## config.mk

```make
export PLATFORM = sky130hd
export DESIGN_NAME = req_top
export DESIGN_NICKNAME = d
export VERILOG_FILES = /design/src/verilog/req_pkg.sv /design/src/verilog/req_queue.sv /design/src/verilog/meta_reg.sv /design/src/verilog/req_arb_2_1.sv /design/src/verilog/req_splitter.sv /design/src/verilog/req_top.sv
export SDC_FILE = /design/constraint.sdc
export NUM_CORES = 1
export LEC_CHECK = 0
export ABC_AREA = 1
export ABC_CLOCK_PERIOD_IN_PS = 7110
export BUFFER_PORTS_ARGS = -buffer_cell sky130_fd_sc_hd__buf_2
export CORE_AREA = 5 5 290 320
export DETAILED_ROUTE_END_ITERATION = 12
export DIE_AREA = 0 0 295 325
export GPL_ROUTABILITY_DRIVEN = 0
export HOLD_SLACK_MARGIN = 0.12
export SYNTH_ARGS = -nofsm -noshare
export SYNTH_HDL_FRONTEND = slang
export SYNTH_SLANG_ARGS = --single-unit
```

## constraint.sdc

```tcl
create_clock -name aclk -period 7.11 [get_ports aclk]
set_input_delay 1.0665 -clock aclk [delete_from_list [all_inputs] [get_ports aclk]]
set_output_delay 1.0665 -clock aclk [all_outputs]
set_load 0.05 [all_outputs]
```

## src/verilog/req_pkg.sv

```systemverilog
/*
  Shared request definitions for the host request path.
  One req_t travels on every valid/ready link of the subsystem.
  len counts bytes and is never zero on any link.
  last is kept only on the final chunk of a split request.
*/

`default_nettype none

package req_pkg;

    localparam int VADDR_BITS = 48; // virtual address width in bits.
    localparam int LEN_BITS   = 28; // byte count width, so one request moves under 256 MiB.
    localparam int PID_BITS   = 6;  // process tag width.
    localparam int DEST_BITS  = 4;  // destination stream width.

    // One request as seen on every link, 87 bits wide.
    typedef struct packed {
        logic [VADDR_BITS-1:0] vaddr; // start address of the transfer.
        logic [LEN_BITS-1:0]   len;   // byte count, never zero.
        logic [PID_BITS-1:0]   pid;   // tag that names the issuing process.
        logic [DEST_BITS-1:0]  dest;  // destination stream index.
        logic                  last;  // high on the closing piece of a transfer.
    } req_t;

endpackage

`default_nettype wire

```

## src/verilog/req_queue.sv

```systemverilog
/*
  Request queue for one source with registered head.
  QUEUE_DEPTH must be a power of two and at least 2.
  A push shows up at the head one cycle later.
  Push and pop may happen in the same cycle while space is left.
  A push into a full queue is refused even when a pop happens in that cycle.
*/

`timescale 1ns/1ps
`default_nettype none

module req_queue #(
    parameter int QUEUE_DEPTH = 4
) (
    input  logic          aclk,
    input  logic          aresetn,
    input  req_pkg::req_t s_req,
    input  logic          s_valid,
    output logic          s_ready,
    output req_pkg::req_t m_req,
    output logic          m_valid,
    input  logic          m_ready
);
    import req_pkg::*;

    localparam int PTR_BITS = $clog2(QUEUE_DEPTH);     // pointers wrap on their own.
    localparam int CNT_BITS = $clog2(QUEUE_DEPTH + 1); // count must also hold the full value.

    req_t                mem [QUEUE_DEPTH];
    logic [PTR_BITS-1:0] wr_ptr;
    logic [PTR_BITS-1:0] rd_ptr;
    logic [CNT_BITS-1:0] count;
    logic                push;
    logic                pop;

    assign s_ready = (count != CNT_BITS'(QUEUE_DEPTH)); // space left for one more entry.
    assign m_valid = (count != '0);                     // head holds a real request.
    assign m_req   = mem[rd_ptr];                       // head is read straight from the array.
    assign push    = s_valid & s_ready;
    assign pop     = m_valid & m_ready;

    always_ff @(posedge aclk) begin
        if (push) begin
            mem[wr_ptr] <= s_req; // the new entry goes in at the tail.
        end
    end

    always_ff @(posedge aclk) begin
        if (!aresetn) begin
            wr_ptr <= '0;
            rd_ptr <= '0;
            count  <= '0;
        end else begin
            if (push) wr_ptr <= wr_ptr + 1'b1;
            if (pop)  rd_ptr <= rd_ptr + 1'b1;
            case ({push, pop})
                2'b10:   count <= count + 1'b1; // only a push this cycle.
                2'b01:   count <= count - 1'b1; // only a pop this cycle.
                default: count <= count;        // both or neither leave the level alone.
            endcase
        end
    end

endmodule

`default_nettype wire

```

## src/verilog/meta_reg.sv

```systemverilog
/*
  Two-entry register slice for req_t.
  One cycle of latency at full throughput.
  s_ready comes from a flop, so no ready path crosses the slice.
  The spare entry catches the one beat accepted while the output stalls.
*/

`timescale 1ns/1ps
`default_nettype none

module meta_reg (
    input  logic          aclk,
    input  logic          aresetn,
    input  req_pkg::req_t s_meta,
    input  logic          s_valid,
    output logic          s_ready,
    output req_pkg::req_t m_meta,
    output logic          m_valid,
    input  logic          m_ready
);
    import req_pkg::*;

    req_t skid;       // spare entry for the beat taken during a stall.
    logic skid_valid; // spare entry is occupied.

    assign s_ready = ~skid_valid; // inverted flop output, high whenever the spare is free.

    always_ff @(posedge aclk) begin
        if (!aresetn) begin
            m_valid    <= 1'b0;
            skid_valid <= 1'b0;
        end else if (skid_valid) begin
            // input is closed, so only the drain of the spare can happen.
            if (m_ready) begin
                m_valid    <= 1'b1;  // spare moves into the main entry.
                skid_valid <= 1'b0;  // which reopens the input next cycle.
            end
        end else if (s_valid) begin
            if (!m_valid || m_ready) begin
                m_valid <= 1'b1;     // main entry is free or leaving, take the beat there.
            end else begin
                skid_valid <= 1'b1;  // main entry is stuck, park the beat in the spare.
            end
        end else if (m_ready) begin
            m_valid <= 1'b0;         // main entry left and nothing replaces it.
        end
    end

    always_ff @(posedge aclk) begin
        if (skid_valid) begin
            if (m_ready) m_meta <= skid;
        end else if (s_valid) begin
            if (!m_valid || m_ready) m_meta <= s_meta;
            else                     skid   <= s_meta;
        end
    end

endmodule

`default_nettype wire

```

## src/verilog/req_arb_2_1.sv

```systemverilog
/*
  Round-robin 2:1 arbiter in front of a meta_reg slice.
  The pointer rr starts at 0, which gives source 1 priority first.
  rr flips on every beat accepted by the slice.
  A lone valid source always wins.
  Output data lags the winning handshake by one cycle.
*/

`timescale 1ns/1ps
`default_nettype none

module req_arb_2_1 (
    input  logic          aclk,
    input  logic          aresetn,
    input  req_pkg::req_t s_req_0,
    input  logic          s_valid_0,
    output logic          s_ready_0,
    input  req_pkg::req_t s_req_1,
    input  logic          s_valid_1,
    output logic          s_ready_1,
    output req_pkg::req_t m_req,
    output logic          m_valid,
    input  logic          m_ready
);
    import req_pkg::*;

    logic rr;            // 0 favours source 1, 1 favours source 0.
    logic sel_1;         // source 1 holds the grant this cycle.
    req_t req_int;       // selected head on its way into the slice.
    logic req_int_valid;
    logic req_int_ready; // registered ready from the slice.

    always_comb begin
        if (s_valid_0 && s_valid_1) begin
            sel_1 = ~rr;       // both waiting, so the pointer decides.
        end else begin
            sel_1 = s_valid_1; // at most one waiting, so it wins alone.
        end
        req_int       = sel_1 ? s_req_1 : s_req_0;
        req_int_valid = s_valid_0 | s_valid_1;
        s_ready_0     = req_int_ready & s_valid_0 & ~sel_1; // ready reaches only the winner.
        s_ready_1     = req_int_ready & sel_1;              // sel_1 already implies s_valid_1.
    end

    always_ff @(posedge aclk) begin
        if (!aresetn) begin
            rr <= 1'b0;
        end else if (req_int_valid && req_int_ready) begin
            rr <= ~rr; // hand priority to the other side after each accepted beat.
        end
    end

    meta_reg u_meta_reg (
        .aclk    (aclk),
        .aresetn (aresetn),
        .s_meta  (req_int),
        .s_valid (req_int_valid),
        .s_ready (req_int_ready),
        .m_meta  (m_req),
        .m_valid (m_valid),
        .m_ready (m_ready)
    );

endmodule

`default_nettype wire

```

## src/verilog/req_splitter.sv

```systemverilog
/*
  Request splitter into chunks of at most MAX_LEN bytes.
  MAX_LEN must be a power of two below 2**LEN_BITS.
  A request of L bytes leaves as ceil(L/MAX_LEN) chunks, one per cycle.
  The final chunk carries the remainder, or a full MAX_LEN when there is none.
  Only the final chunk keeps the input's last flag.
  The next request is taken in the cycle the final chunk leaves.
*/

`timescale 1ns/1ps
`default_nettype none

module req_splitter #(
    parameter int MAX_LEN = 4096
) (
    input  logic          aclk,
    input  logic          aresetn,
    input  req_pkg::req_t s_req,
    input  logic          s_valid,
    output logic          s_ready,
    output req_pkg::req_t m_req,
    output logic          m_valid,
    input  logic          m_ready
);
    import req_pkg::*;

    localparam logic [LEN_BITS-1:0]   CHUNK_LEN  = LEN_BITS'(MAX_LEN);   // length of a full chunk.
    localparam logic [VADDR_BITS-1:0] CHUNK_STEP = VADDR_BITS'(MAX_LEN); // address step per chunk.

    req_t cur;        // request in progress, vaddr and len track what is still to go.
    logic final_chunk; // remaining bytes fit in one chunk.
    logic s_fire;
    logic m_fire;

    assign final_chunk = (cur.len <= CHUNK_LEN);
    assign m_fire      = m_valid & m_ready;
    assign s_ready     = ~m_valid | (m_ready & final_chunk); // free now, or free after this beat.
    assign s_fire      = s_valid & s_ready;

    // the outgoing chunk is shaped from the held state without extra delay.
    always_comb begin
        m_req       = cur;
        m_req.len   = final_chunk ? cur.len : CHUNK_LEN; // remainder only on the closing chunk.
        m_req.last  = final_chunk & cur.last;            // earlier chunks never close the transfer.
    end

    always_ff @(posedge aclk) begin
        if (!aresetn) begin
            m_valid <= 1'b0;
        end else if (s_fire) begin
            m_valid <= 1'b1;  // a new request starts with its first chunk next cycle.
        end else if (m_fire && final_chunk) begin
            m_valid <= 1'b0;  // the request is done and nothing follows yet.
        end
    end

    always_ff @(posedge aclk) begin
        if (s_fire) begin
            cur <= s_req;     // capture the whole request, chunking starts from here.
        end else if (m_fire && !final_chunk) begin
            cur.vaddr <= cur.vaddr + CHUNK_STEP; // next chunk starts one MAX_LEN further on.
            cur.len   <= cur.len - CHUNK_LEN;    // bytes still owed after this chunk.
        end
    end

endmodule

`default_nettype wire

```

## src/verilog/req_top.sv

```systemverilog
/*
  Host request path with two sources sharing one outbound channel.
  Each source has its own queue in front of a round-robin arbiter.
  The arbiter's slice feeds a splitter that cuts chunks of MAX_LEN bytes.
  With no stall the first chunk leaves three cycles after the input beat.
*/

`timescale 1ns/1ps
`default_nettype none

module req_top #(
    parameter int QUEUE_DEPTH = 4,
    parameter int MAX_LEN     = 4096
) (
    input  logic          aclk,
    input  logic          aresetn,
    input  req_pkg::req_t s_req_0,
    input  logic          s_req_0_valid,
    output logic          s_req_0_ready,
    input  req_pkg::req_t s_req_1,
    input  logic          s_req_1_valid,
    output logic          s_req_1_ready,
    output req_pkg::req_t m_req,
    output logic          m_valid,
    input  logic          m_ready
);
    import req_pkg::*;

    req_t q0_req;  // head of the read queue.
    logic q0_valid;
    logic q0_ready;
    req_t q1_req;  // head of the write queue.
    logic q1_valid;
    logic q1_ready;
    req_t arb_req; // arbitrated request leaving the slice.
    logic arb_valid;
    logic arb_ready;

    req_queue #(.QUEUE_DEPTH(QUEUE_DEPTH)) u_queue_0 (
        .aclk (aclk), .aresetn (aresetn),
        .s_req (s_req_0), .s_valid (s_req_0_valid), .s_ready (s_req_0_ready),
        .m_req (q0_req), .m_valid (q0_valid), .m_ready (q0_ready)
    );

    req_queue #(.QUEUE_DEPTH(QUEUE_DEPTH)) u_queue_1 (
        .aclk (aclk), .aresetn (aresetn),
        .s_req (s_req_1), .s_valid (s_req_1_valid), .s_ready (s_req_1_ready),
        .m_req (q1_req), .m_valid (q1_valid), .m_ready (q1_ready)
    );

    req_arb_2_1 u_arb (
        .aclk (aclk), .aresetn (aresetn),
        .s_req_0 (q0_req), .s_valid_0 (q0_valid), .s_ready_0 (q0_ready),
        .s_req_1 (q1_req), .s_valid_1 (q1_valid), .s_ready_1 (q1_ready),
        .m_req (arb_req), .m_valid (arb_valid), .m_ready (arb_ready)
    );

    req_splitter #(.MAX_LEN(MAX_LEN)) u_splitter (
        .aclk (aclk), .aresetn (aresetn),
        .s_req (arb_req), .s_valid (arb_valid), .s_ready (arb_ready),
        .m_req (m_req), .m_valid (m_valid), .m_ready (m_ready)
    );

endmodule

`default_nettype wire

```

## Yosys cells after proc, flatten, opt, wreduce, memory -nomap -nowiden

Memory sizes are Yosys's and may differ from the RTL's. A register that Yosys moved wholly into a read port is not among the register bits.
Cells that the tools add are included.

- Muxes and demuxes: 30
- Bitwise gates (word level): 18
- Magnitude comparators: 1
- Reductions and logical operators: 19
- $add $sub $neg: 10
- Equal/unequal tests: 8

Operators with widths:

| cell | count |
|---|---|
| $mux 87 | 5 |
| $mux 76 | 2 |
| $add 48x13->48 const B | 1 |
| $le 28x13->1 const B | 1 |
| $mux 28 | 1 |
| $sub 28x13->28 const B | 1 |
| $mux 1 | 16 |
| $reduce_bool 2->1 | 7 |
| $pmux 3 s2 | 2 |
| $and 1x1->1 | 11 |
| $ne 3x3->1 const B | 3 |
| $reduce_and 3->1 | 3 |
| $add 2x1->2 const B | 4 |
| $mux 2 | 4 |
| $add 3x1->3 const B | 2 |
| $reduce_bool 3->1 | 2 |
| $sub 3x1->3 const B | 2 |
| $not 1->1 | 5 |
| $eq 2x1->1 const B | 2 |
| $eq 2x2->1 const B | 2 |
| $logic_and 1x1->1 | 4 |
| $logic_not 1->1 | 2 |
| $ne 2x2->1 const B | 1 |
| $or 1x1->1 | 2 |
| $logic_or 1x1->1 | 1 |

- Memories kept: 2
- Bits in writable memories: 696
- Logic and storage cells: 113
- Bits in registers: 279
- Output and inout port bits: 90

Memories:

| name | words | bits a word | rd ports | clocked after Yosys merged registers in | wr ports | line | text |
|---|---|---|---|---|---|---|---|
| u_queue_0.mem | 4 | 87 | 1 | 1 | 1 | req_queue.sv:29 | `req_t mem [QUEUE_DEPTH];` |
| u_queue_1.mem | 4 | 87 | 1 | 1 | 1 | req_queue.sv:29 |  |

## Depth between registers and ports, before layout

Gate-level depths: netlist (run 1).

- Word-level depth: 8
- Gate-level depth with buffers: 15

## Hierarchy

Synthesis (run 1) repeated with hierarchy kept, for this count alone.

- Cells, all modules: 3273
- Area total of the unflattened synthesis: 39939.6 um^2

By module, submodules not included:

| module | area each (um^2) | cells each | sequential area each (um^2) | instances |
|---|---|---|---|---|
| req_queue | 13384.1 | 909 | 10630.2 | 2 |
| meta_reg | 6407.4 | 469 | 5265.0 | 1 |
| req_splitter | 5627.9 | 694 | 2632.5 | 1 |
| req_arb_2_1 | 1136.1 | 292 | 20.0 | 1 |

## Worst setup path after synthesis (run 1)

No wires, ideal clock.

- Path type: input to register
- Start point: in m_ready
- End point: reg u_arb.u_meta_reg.m_meta[0] (netlist bit) (enable)
- Data required time: 6577 ps
- Cell stages on the path: 4
- Setup time: 533 ps
- Arrival time: 5004 ps
- Slack: 1573 ps
- Path through: nand3_2 -> nand3_1 -> nand2_1 -> nor2_1

- Cells in the longest elaborated chain, start to end: 5
- Elaborated cells on any way between the ends: 6
- Classes of those cells: 1 x eq/ne; 2 x bitwise; 3 x reduce/logical

Ends and longest elaborated chain:

| item | line | text |
|---|---|---|
| from (decl) | req_top.sv:25 | `input logic m_ready` |
| $and 1x1->1 * | req_splitter.sv:37 | `assign s_ready = ~m_valid \| (m_ready & final_chunk);` |
| $or 1x1->1 * | req_splitter.sv:37 |  |
| $logic_or 1x1->1 | meta_reg.sv:53 | `if (!m_valid \|\| m_ready) m_meta <= s_meta;` |
| $reduce_bool 2->1 (no line) | -- |  |
| $reduce_and 3->1 (no line) * | -- |  |
| to (signal assigned) | meta_reg.sv:51 | `if (m_ready) m_meta <= skid;` |
| to (signal assigned) | meta_reg.sv:53 |  |
| to (decl) | meta_reg.sv:17 | `output req_pkg::req_t m_meta,` |

Every way passes the cells marked *; elsewhere a longest branch is shown, timed or not.
A chain may end at the register's enable or synchronous reset.

==> results by group, run 1 <==
Outcome
  • Outcome: finished, final reports clean

Timing
  • Post-layout min period: around 4.0 ns
  • Worst-Margin Slew: 1.12 ns
  • Final Setup Violations: 0
  • RSZ-0062 raised after global routing: false
  • Slew Viols, Final: 0
  • Slew HR: 0.254
  • Final Hold Fails: 0
  • Final hold slack: 0.441 ns
  • Post-Route Setup TNS: 0 ns
  • Layout Skew: 0.0242 ns
  • Share of the clock period used by the worst path: 0.559
  • Achievable frequency: approximately 0.25 GHz

Layout
  • Area delta synth->final: 12.2%
  • Layout Nets: 3550
  • Final Instance Area: 0.0447 mm²
  • Fill count: around 7600
  • Share of post-route cells with drive strength above 1: 0.146

Floorplan
  • Width of the chip: 295 µm
  • Die area: 0.0959 mm²
  • Core ar.: 0.0891 mm²
  • Initial core utilization: 0.447
  • Floorplan row count: 115
  • Chip Height: 325 µm
  • IO Count: 269

Setup path
  • CP Depth: 9
  • Critical Path Sink Type: primary output
  • Crit path kind: register to primary output
  • R2R Setup Slk: 3.71 ns
  • Arr. time, crit path: slightly below 3 ns
  • Crit-path max FO: 15
  • Kind of start point of the critical path: register
  • Max stage delay on crit path: about 0.38 ns
  • R2r startpoint: u_arb.u_meta_reg.skid_valid
  • Worst R2R End: u_queue_0.count[2]
  • Cells along the critical path: inv_1 -> ha_1 -> inv_1 -> nor3_1 -> nand4_1 -> nand2_1 -> nand2_1 -> nor2_1 -> buf_2
  • Req. time, crit path: 6.04 ns
  • Crit path buffers/inverters: 3
  • Reg2reg path depth: 11
  • Worst setup path start: u_splitter.cur[24]
  • Crit path max-delay family: simple AND/OR/NAND/NOR gates
  • Crit-path slowest cell: edfxtp_1

Pwr
  • Static leakage: 15.9 nW
  • Worst-case vdd ir drop: 0.000230 V
  • Flop pwr share: 0.457
  • Clk pwr share: 0.258
  • Net switching power: 6.64 mW
  • Cell Pwr Density: 424 mW/mm²
  • Cell Int Power: 12.3 mW
  • Comb power frac: 0.284
  • Switching fraction of total power: 0.351

Global routing
  • Vias in the first global route: 23200
  • Initial antenna violation count: 37
  • First-pass GRT wire length: 142000 µm
  • GRT Overall Usage: 0.193
  • Largest net degree at the start of global routing: 106
  • GRT overflow: 0

Synth
  • Post-synth EDFFs: 957
  • Post-synth top area cell: edfxtp_1
  • Synth warn: 0
  • Share of the synthesized area in the top cell type: 0.722
  • Mean post-synth cell area: 12.5 µm²
  • Yosys reg bits: 979
  • Distinct cells, synth: 35
  • Top cells by count, synth: edfxtp_1 (957), nor2_1 (719), nand2_1 (427)
  • Ys async rst share: 0
  • Seq/Total Area, Yosys: 0.733
  • Mapped cell area: 0.0398 mm²
  • Ys flop type: edfxtp_1
  • Most common cell in the synthesized netlist: edfxtp_1
  • Cells after synthesis: 3195
  • Area contributors post-synth: edfxtp_1 (72%), nor2_1 (6.8%), nand2_1 (4.0%), o21ai_0 (3.9%), o32ai_1 (1.9%)

CTS
  • H-tree depth: 3
  • # hold bufs at CTS: 0
  • Skew-Pair Late Insertion Delay: 0.66 ns
  • Post-CTS sizing: 0
  • Postcts setup bufs: 0
  • Root Buffer Master: clkbuf_16
  • Num CTS Buffers: between 90 and 100
  • Clk buf depth: 3
  • CTS clk-pin slew, worst paths: 0.06 ns
  • TritonCTS sink count: 979
  • CTS tree: built

Route
  • Post-route ant nets: 0
  • Vias: 24200
  • Routed WL: around 94000 µm
  • Post-DR vias/cell: between 5 and 6
  • DR DRC count: 0
  • DR pass1 iterations: 5
  • Routed len/inst: 20.4 µm
  • Initial DRC Count: 2043

Place
  • Port-buffer cells: 254
  • Area after DPL: 0.0416 mm²
  • Post-DP HPWL: 57500 µm

Flow run
  • Max_cap viols: 0

Hold path
  • Hold Path Origin: u_arb.u_meta_reg.m_meta[8]
  • Worst hold path depth: 0
  • Worst Hold Path EP: u_splitter.m_req[8]
  • HP Class: register to register
[how the worst max path moves through the flow]
stage / end / slack, ns
final: m_req[13] / 3.13
after floorplan: u_arb.u_meta_reg.m_meta[0] / 1.57
after detailed placement: u_splitter.m_req[74] / 3.64
after CTS: m_req[13] / 3.06
after global placement: u_splitter.m_req[74] / 3.75
after global routing: m_req[13] / 2.95
[power by group through the flow]
stage / sequential (mW) / clock (mW) / combinational, mW
after floorplan: 8.53 / 0 / 4.26
after global placement: 8.79 / 0 / 5.40
after detailed placement: 8.79 / 0 / 5.48
after CTS: 8.68 / 4.99 / 5.49
after global routing: 8.78 / 5.24 / 6.01
final: 8.66 / 4.89 / 5.38
[through the flow]
step / std cells / power, mW / util / setup slack [ns]
finish: 4626 / 18.9 / 0.501 / 3.13
global route: 4606 / 20.0 / 0.501 / 2.95
CTS: 4602 / 19.2 / 0.501 / 3.06
detailed placement: 4429 / 14.3 / 0.467 / 3.64
global placement: 4429 / 14.2 / 0.467 / 3.75
floorplan: 3208 / 12.8 / - / 1.57
[flip-flops by register name, summed over array words and instances, names as in the netlist, named ones only]
name                         count
u_arb.u_meta_reg.m_valid         1
u_queue_0.mem                  348
u_queue_0.wr_ptr                 2
u_arb.u_meta_reg.skid           87
u_queue_1.wr_ptr                 2
u_arb.u_meta_reg.skid_valid      1
u_queue_1.mem                  348
u_queue_1.count                  3
u_splitter.cur                  29
u_queue_1.rd_ptr                 2
u_splitter.m_req                58
u_queue_0.count                  3
u_arb.rr                         1
u_queue_0.rd_ptr                 2
u_splitter.m_valid               1
u_arb.u_meta_reg.m_meta         87
[cells by family after synthesis]
group | Yosys count | share of synthesized area
adders and majority gates | 15 | 0.00509
xor gates and xnor gates | 39 | 0.00858
buffers and inverters | 340 | 0.0444
and+or+nand+nor | 1228 | 0.120
AOI/OAI and AO/OA | 593 | 0.0887
other | 1 | 0.0000942
DFF | 979 | 0.733
[cell type report]
class	instances	area, µm²	share of cell area
inverter	101	397	0.00888
timing repair buffer	290	1550	0.0348
multi-input combinational	1889	8980	0.201
sequential	979	29200	0.654
clock buffer	114	2490	0.0558
tap	1170	1460	0.0328
clock inverter	59	517	0.0116
antenna	24	60.1	0.00134
[placed cells by master (no fill, tap or decap), types with 9 or more instances in the layout]
cell       synthesis  final
o32ai_1           87     87
o21ai_1           60     60
clkbuf_1          92     16
nand2_1          427    425
xor2_1            26     26
xnor2_1           13     13
o21ai_0          309    309
buf_4             90     35
bufinv_16          0      9
nand4_1           14     14
clkbuf_16          0     96
a21oi_1           20     20
ha_1              13     13
nand2_2           20     22
clkinv_1           0     26
clkinv_2           0     18
conb_1             1     14
diode_2            0     24
nor2_4             0      9
buf_2             36    254
a31oi_1           87     87
o21ai_2           27     27
nor3_1            14     14
nand3_1           22     22
nor2_1           719    710
inv_1             97     94
edfxtp_1         957    957
dfxtp_1           22     18
[per-layer routing]
| metal | GRT usage | routed length [µm] | up-vias | part of all wire |
|---|---|---|---|---|
| met5 | 0 | 126 | - | 0.0013 |
| met4 | 0.0551 | 1920 | 22 | 0.020 |
| met3 | 0.0457 | 7680 | 138 | 0.081 |
| met2 | 0.310 | 45300 | 657 | 0.48 |
| met1 | 0.265 | 39500 | 11700 | 0.42 |
| li1 | - | - | 11600 | - |
Note: power is estimated with default switching activity, not from simulation.
==> run 2: changes to the inputs <==
--- a/config.mk
+++ b/config.mk
@@ -6,7 +6,7 @@
 export NUM_CORES = 1
 export LEC_CHECK = 0
 export ABC_AREA = 1
-export ABC_CLOCK_PERIOD_IN_PS = 7110
+export ABC_CLOCK_PERIOD_IN_PS = 3800
 export BUFFER_PORTS_ARGS = -buffer_cell sky130_fd_sc_hd__buf_2
 export CORE_AREA = 5 5 290 320
 export DETAILED_ROUTE_END_ITERATION = 12
==> constraint.sdc (replaced) <==
create_clock -name aclk -period 3.8 [get_ports aclk]
set_input_delay 0.57 -clock aclk [delete_from_list [all_inputs] [get_ports aclk]]
set_output_delay 0.57 -clock aclk [all_outputs]
set_load 0.05 [all_outputs]
==> run 2 against run 1 <==
Against the previous run:
- combinational power is 99% higher
- cell area is 4.5% higher
- global-route usage grew 0.19 points
- register-to-register slack got worse by 2.6 ns
- critical path type unchanged
- critical endpoint is now m_req[24]
- highest routed layer unchanged
==> results by group, run 2 (same netlist as run 1, synthesis figures left out) <==
Outcome
  • Outcome: finished, final reports clean

Route
  • Post-route ant nets: 0 (unchanged)
  • Routed len/inst: 19.9 µm (-2.8%)
  • DR pass1 iterations: 7 (+2)
  • DR DRC count: 0 (unchanged)
  • Initial DRC Count: 1664 (-19%)
  • Post-DR vias/cell: 5.19 (-0.56%)
  • Vias: 24900 (+3.0%)
  • Routed WL: 95100 µm (+0.66%)

Timing
  • Slew HR: 0.366 (+0.112)
  • Worst-Margin Slew: 0.951 ns (-0.167 ns)
  • Final hold slack: 0.157 ns (-0.284 ns)
  • Achievable frequency: 0.292 GHz
  • Share of the clock period used by the worst path: 0.900
  • Post-Route Setup TNS: 0 ns (unchanged)
  • Final Hold Fails: 0 (unchanged)
  • Layout Skew: 0.0215 ns (-0.00271 ns)
  • RSZ-0062 raised after global routing: false
  • Final Setup Violations: 0 (unchanged)
  • Slew Viols, Final: 0 (unchanged)
  • Post-layout min period: about 3.4 ns

Floorplan
  • IO Count: 269 (unchanged)
  • Core ar.: 0.0891 mm² (unchanged)
  • Initial core utilization: 0.447 (unchanged)
  • Floorplan row count: 115 (unchanged)
  • Chip Height: 325 µm (unchanged)
  • Die area: 0.0959 mm² (unchanged)
  • Width of the chip: 295 µm (unchanged)

CTS
  • H-tree depth: 3 (unchanged)
  • TritonCTS sink count: 979 (unchanged)
  • Post-CTS sizing: 0 (unchanged)
  • Skew-Pair Late Insertion Delay: 0.66 ns (about the same)
  • CTS clk-pin slew, worst paths: 0.06 ns (about the same)
  • Postcts setup bufs: 0 (unchanged)
  • Num CTS Buffers: 98 (+3.2%)
  • CTS tree: built
  • Clk buf depth: 3 (unchanged)
  • Root Buffer Master: clkbuf_16

Layout
  • Core Util, Final: 0.524 (+0.0224)
  • Layout Nets: 3726 (+5.0%)
  • Share of post-route cells with drive strength above 1: 0.146 (about the same)
  • Most common cell after layout, fill and taps aside: edfxtp_1
  • Area delta synth->final: 17.2%
  • Fin cells: 4790 (+3.5%)
  • Largest registers: u_queue_0.mem x348, u_queue_1.mem x348
  • Most frequent cells in the layout: edfxtp_1 (957), nor2_1 (710), nand2_1 (425)

Setup path
  • Crit path kind: register to primary output
  • Req. time, crit path: 3.23 ns (-2.81 ns)
  • Critical Path Sink Type: primary output
  • Crit-path max FO: 15 (unchanged)
  • Kind of start point of the critical path: register
  • Arr. time, crit path: 2.85 ns (-0.06 ns)

Flow run
  • Max_cap viols: 0 (unchanged)

Pwr
  • Worst-case vdd ir drop: 0.000539 V (+130%)
  • Static leakage: 16.8 nW (+5.3%)
  • Cell Pwr Density: 774 mW/mm² (+82%)

Global routing
  • Largest net degree at the start of global routing: 175 (+65%)
  • GRT overflow: 0 (unchanged)
  • First-pass GRT wire length: 144000 µm (+1.8%)
  • GRT Overall Usage: 0.195 (+0.00190)
  • Vias in the first global route: 24400 (+5.3%)
  • Initial antenna violation count: 11 (-70%)

Place
  • Placed cell count: 4440 (+0.25%)
  • Port-buffer cells: 254 (unchanged)
  • Post-DP HPWL: 57000 µm (-0.96%)

Hold path
  • HP Class: primary input to register
## run 2: changes by cell type in the layout (fill, tap and decap cells not counted), moves of 4 or more
cell	before	now
dlygate4sd3_1	0	162
buf_12	1	17
diode_2	24	8
clkinv_1	26	14
buf_4	35	30
clkinv_2	18	23
clkbuf_1	16	20
clkinvlp_4	1	5
## run 2: worst paths after layout
check | slack, ns | startpoint | endpoint | cells after the start
worst max-delay path | 0.38 | u_splitter.cur[26] | m_req[24] | 6
worst min-delay path | 0.16 | s_req_1[54] | u_queue_1.mem[1][54] | 1
worst max register to register | 1.16 | u_splitter.cur[23] | u_splitter.m_req[81] | 9
worst min register to register | 0.42 | u_arb.u_meta_reg.m_meta[2] | u_splitter.m_req[2] | 0
## run 2: per-layer routing
metal,GRT usage,part of all wire,wire length (µm)
met2,0.324,0.48,45600
met5,0,0.00050,48
met3,0.0322,0.059,5600
met1,0.268,0.44,41700
met4,0.0539,0.022,2100
## run 2: worst max-delay path, stage by stage, from the launching register on
cell,delay [ns]
edfxtp_1,0.42
nor2_1,0.22
nand4_1,0.11
nor3_1,0.25
nand2_1,0.43
nor2_1,0.41
buf_2,0.33
## run 2: final cells by class
class / instances / area, µm²
inverters: 101 / 399
clock inverters: 58 / 542
flip-flops and latches: 979 / 29200
diodes: 8 / 20.0
clock buffers: 122 / 2590
fillers: 7606 / 42400
multi-input cells: 1889 / 8980
well taps: 1170 / 1460
repair buffers: 463 / 3460
## run 2: power breakdown
| part | switching [mW] | internal, mW |
|---|---|---|
| sequential | 0.989 | 15.0 |
| clock | 4.03 | 5.40 |
| combinational | 7.69 | 2.99 |
## run 2: timing repair
action                                 in CTS  in global routing
hold buffers                              162                  0
endpoints found under the hold margin     645                  0
setup endpoints to repair                   0                  0
## run 2: metrics by stage
step | power, mW | worst slack, ns | area (µm²)
CTS | 36.5 | 0.330 | 46600
global route | 38.2 | 0.176 | 46600
global placement | 26.8 | 1.09 | 41900
detailed placement | 26.9 | 1.06 | 41900
finish | 36.1 | 0.380 | 46700
floorplan | 23.9 | -0.133 | 39900
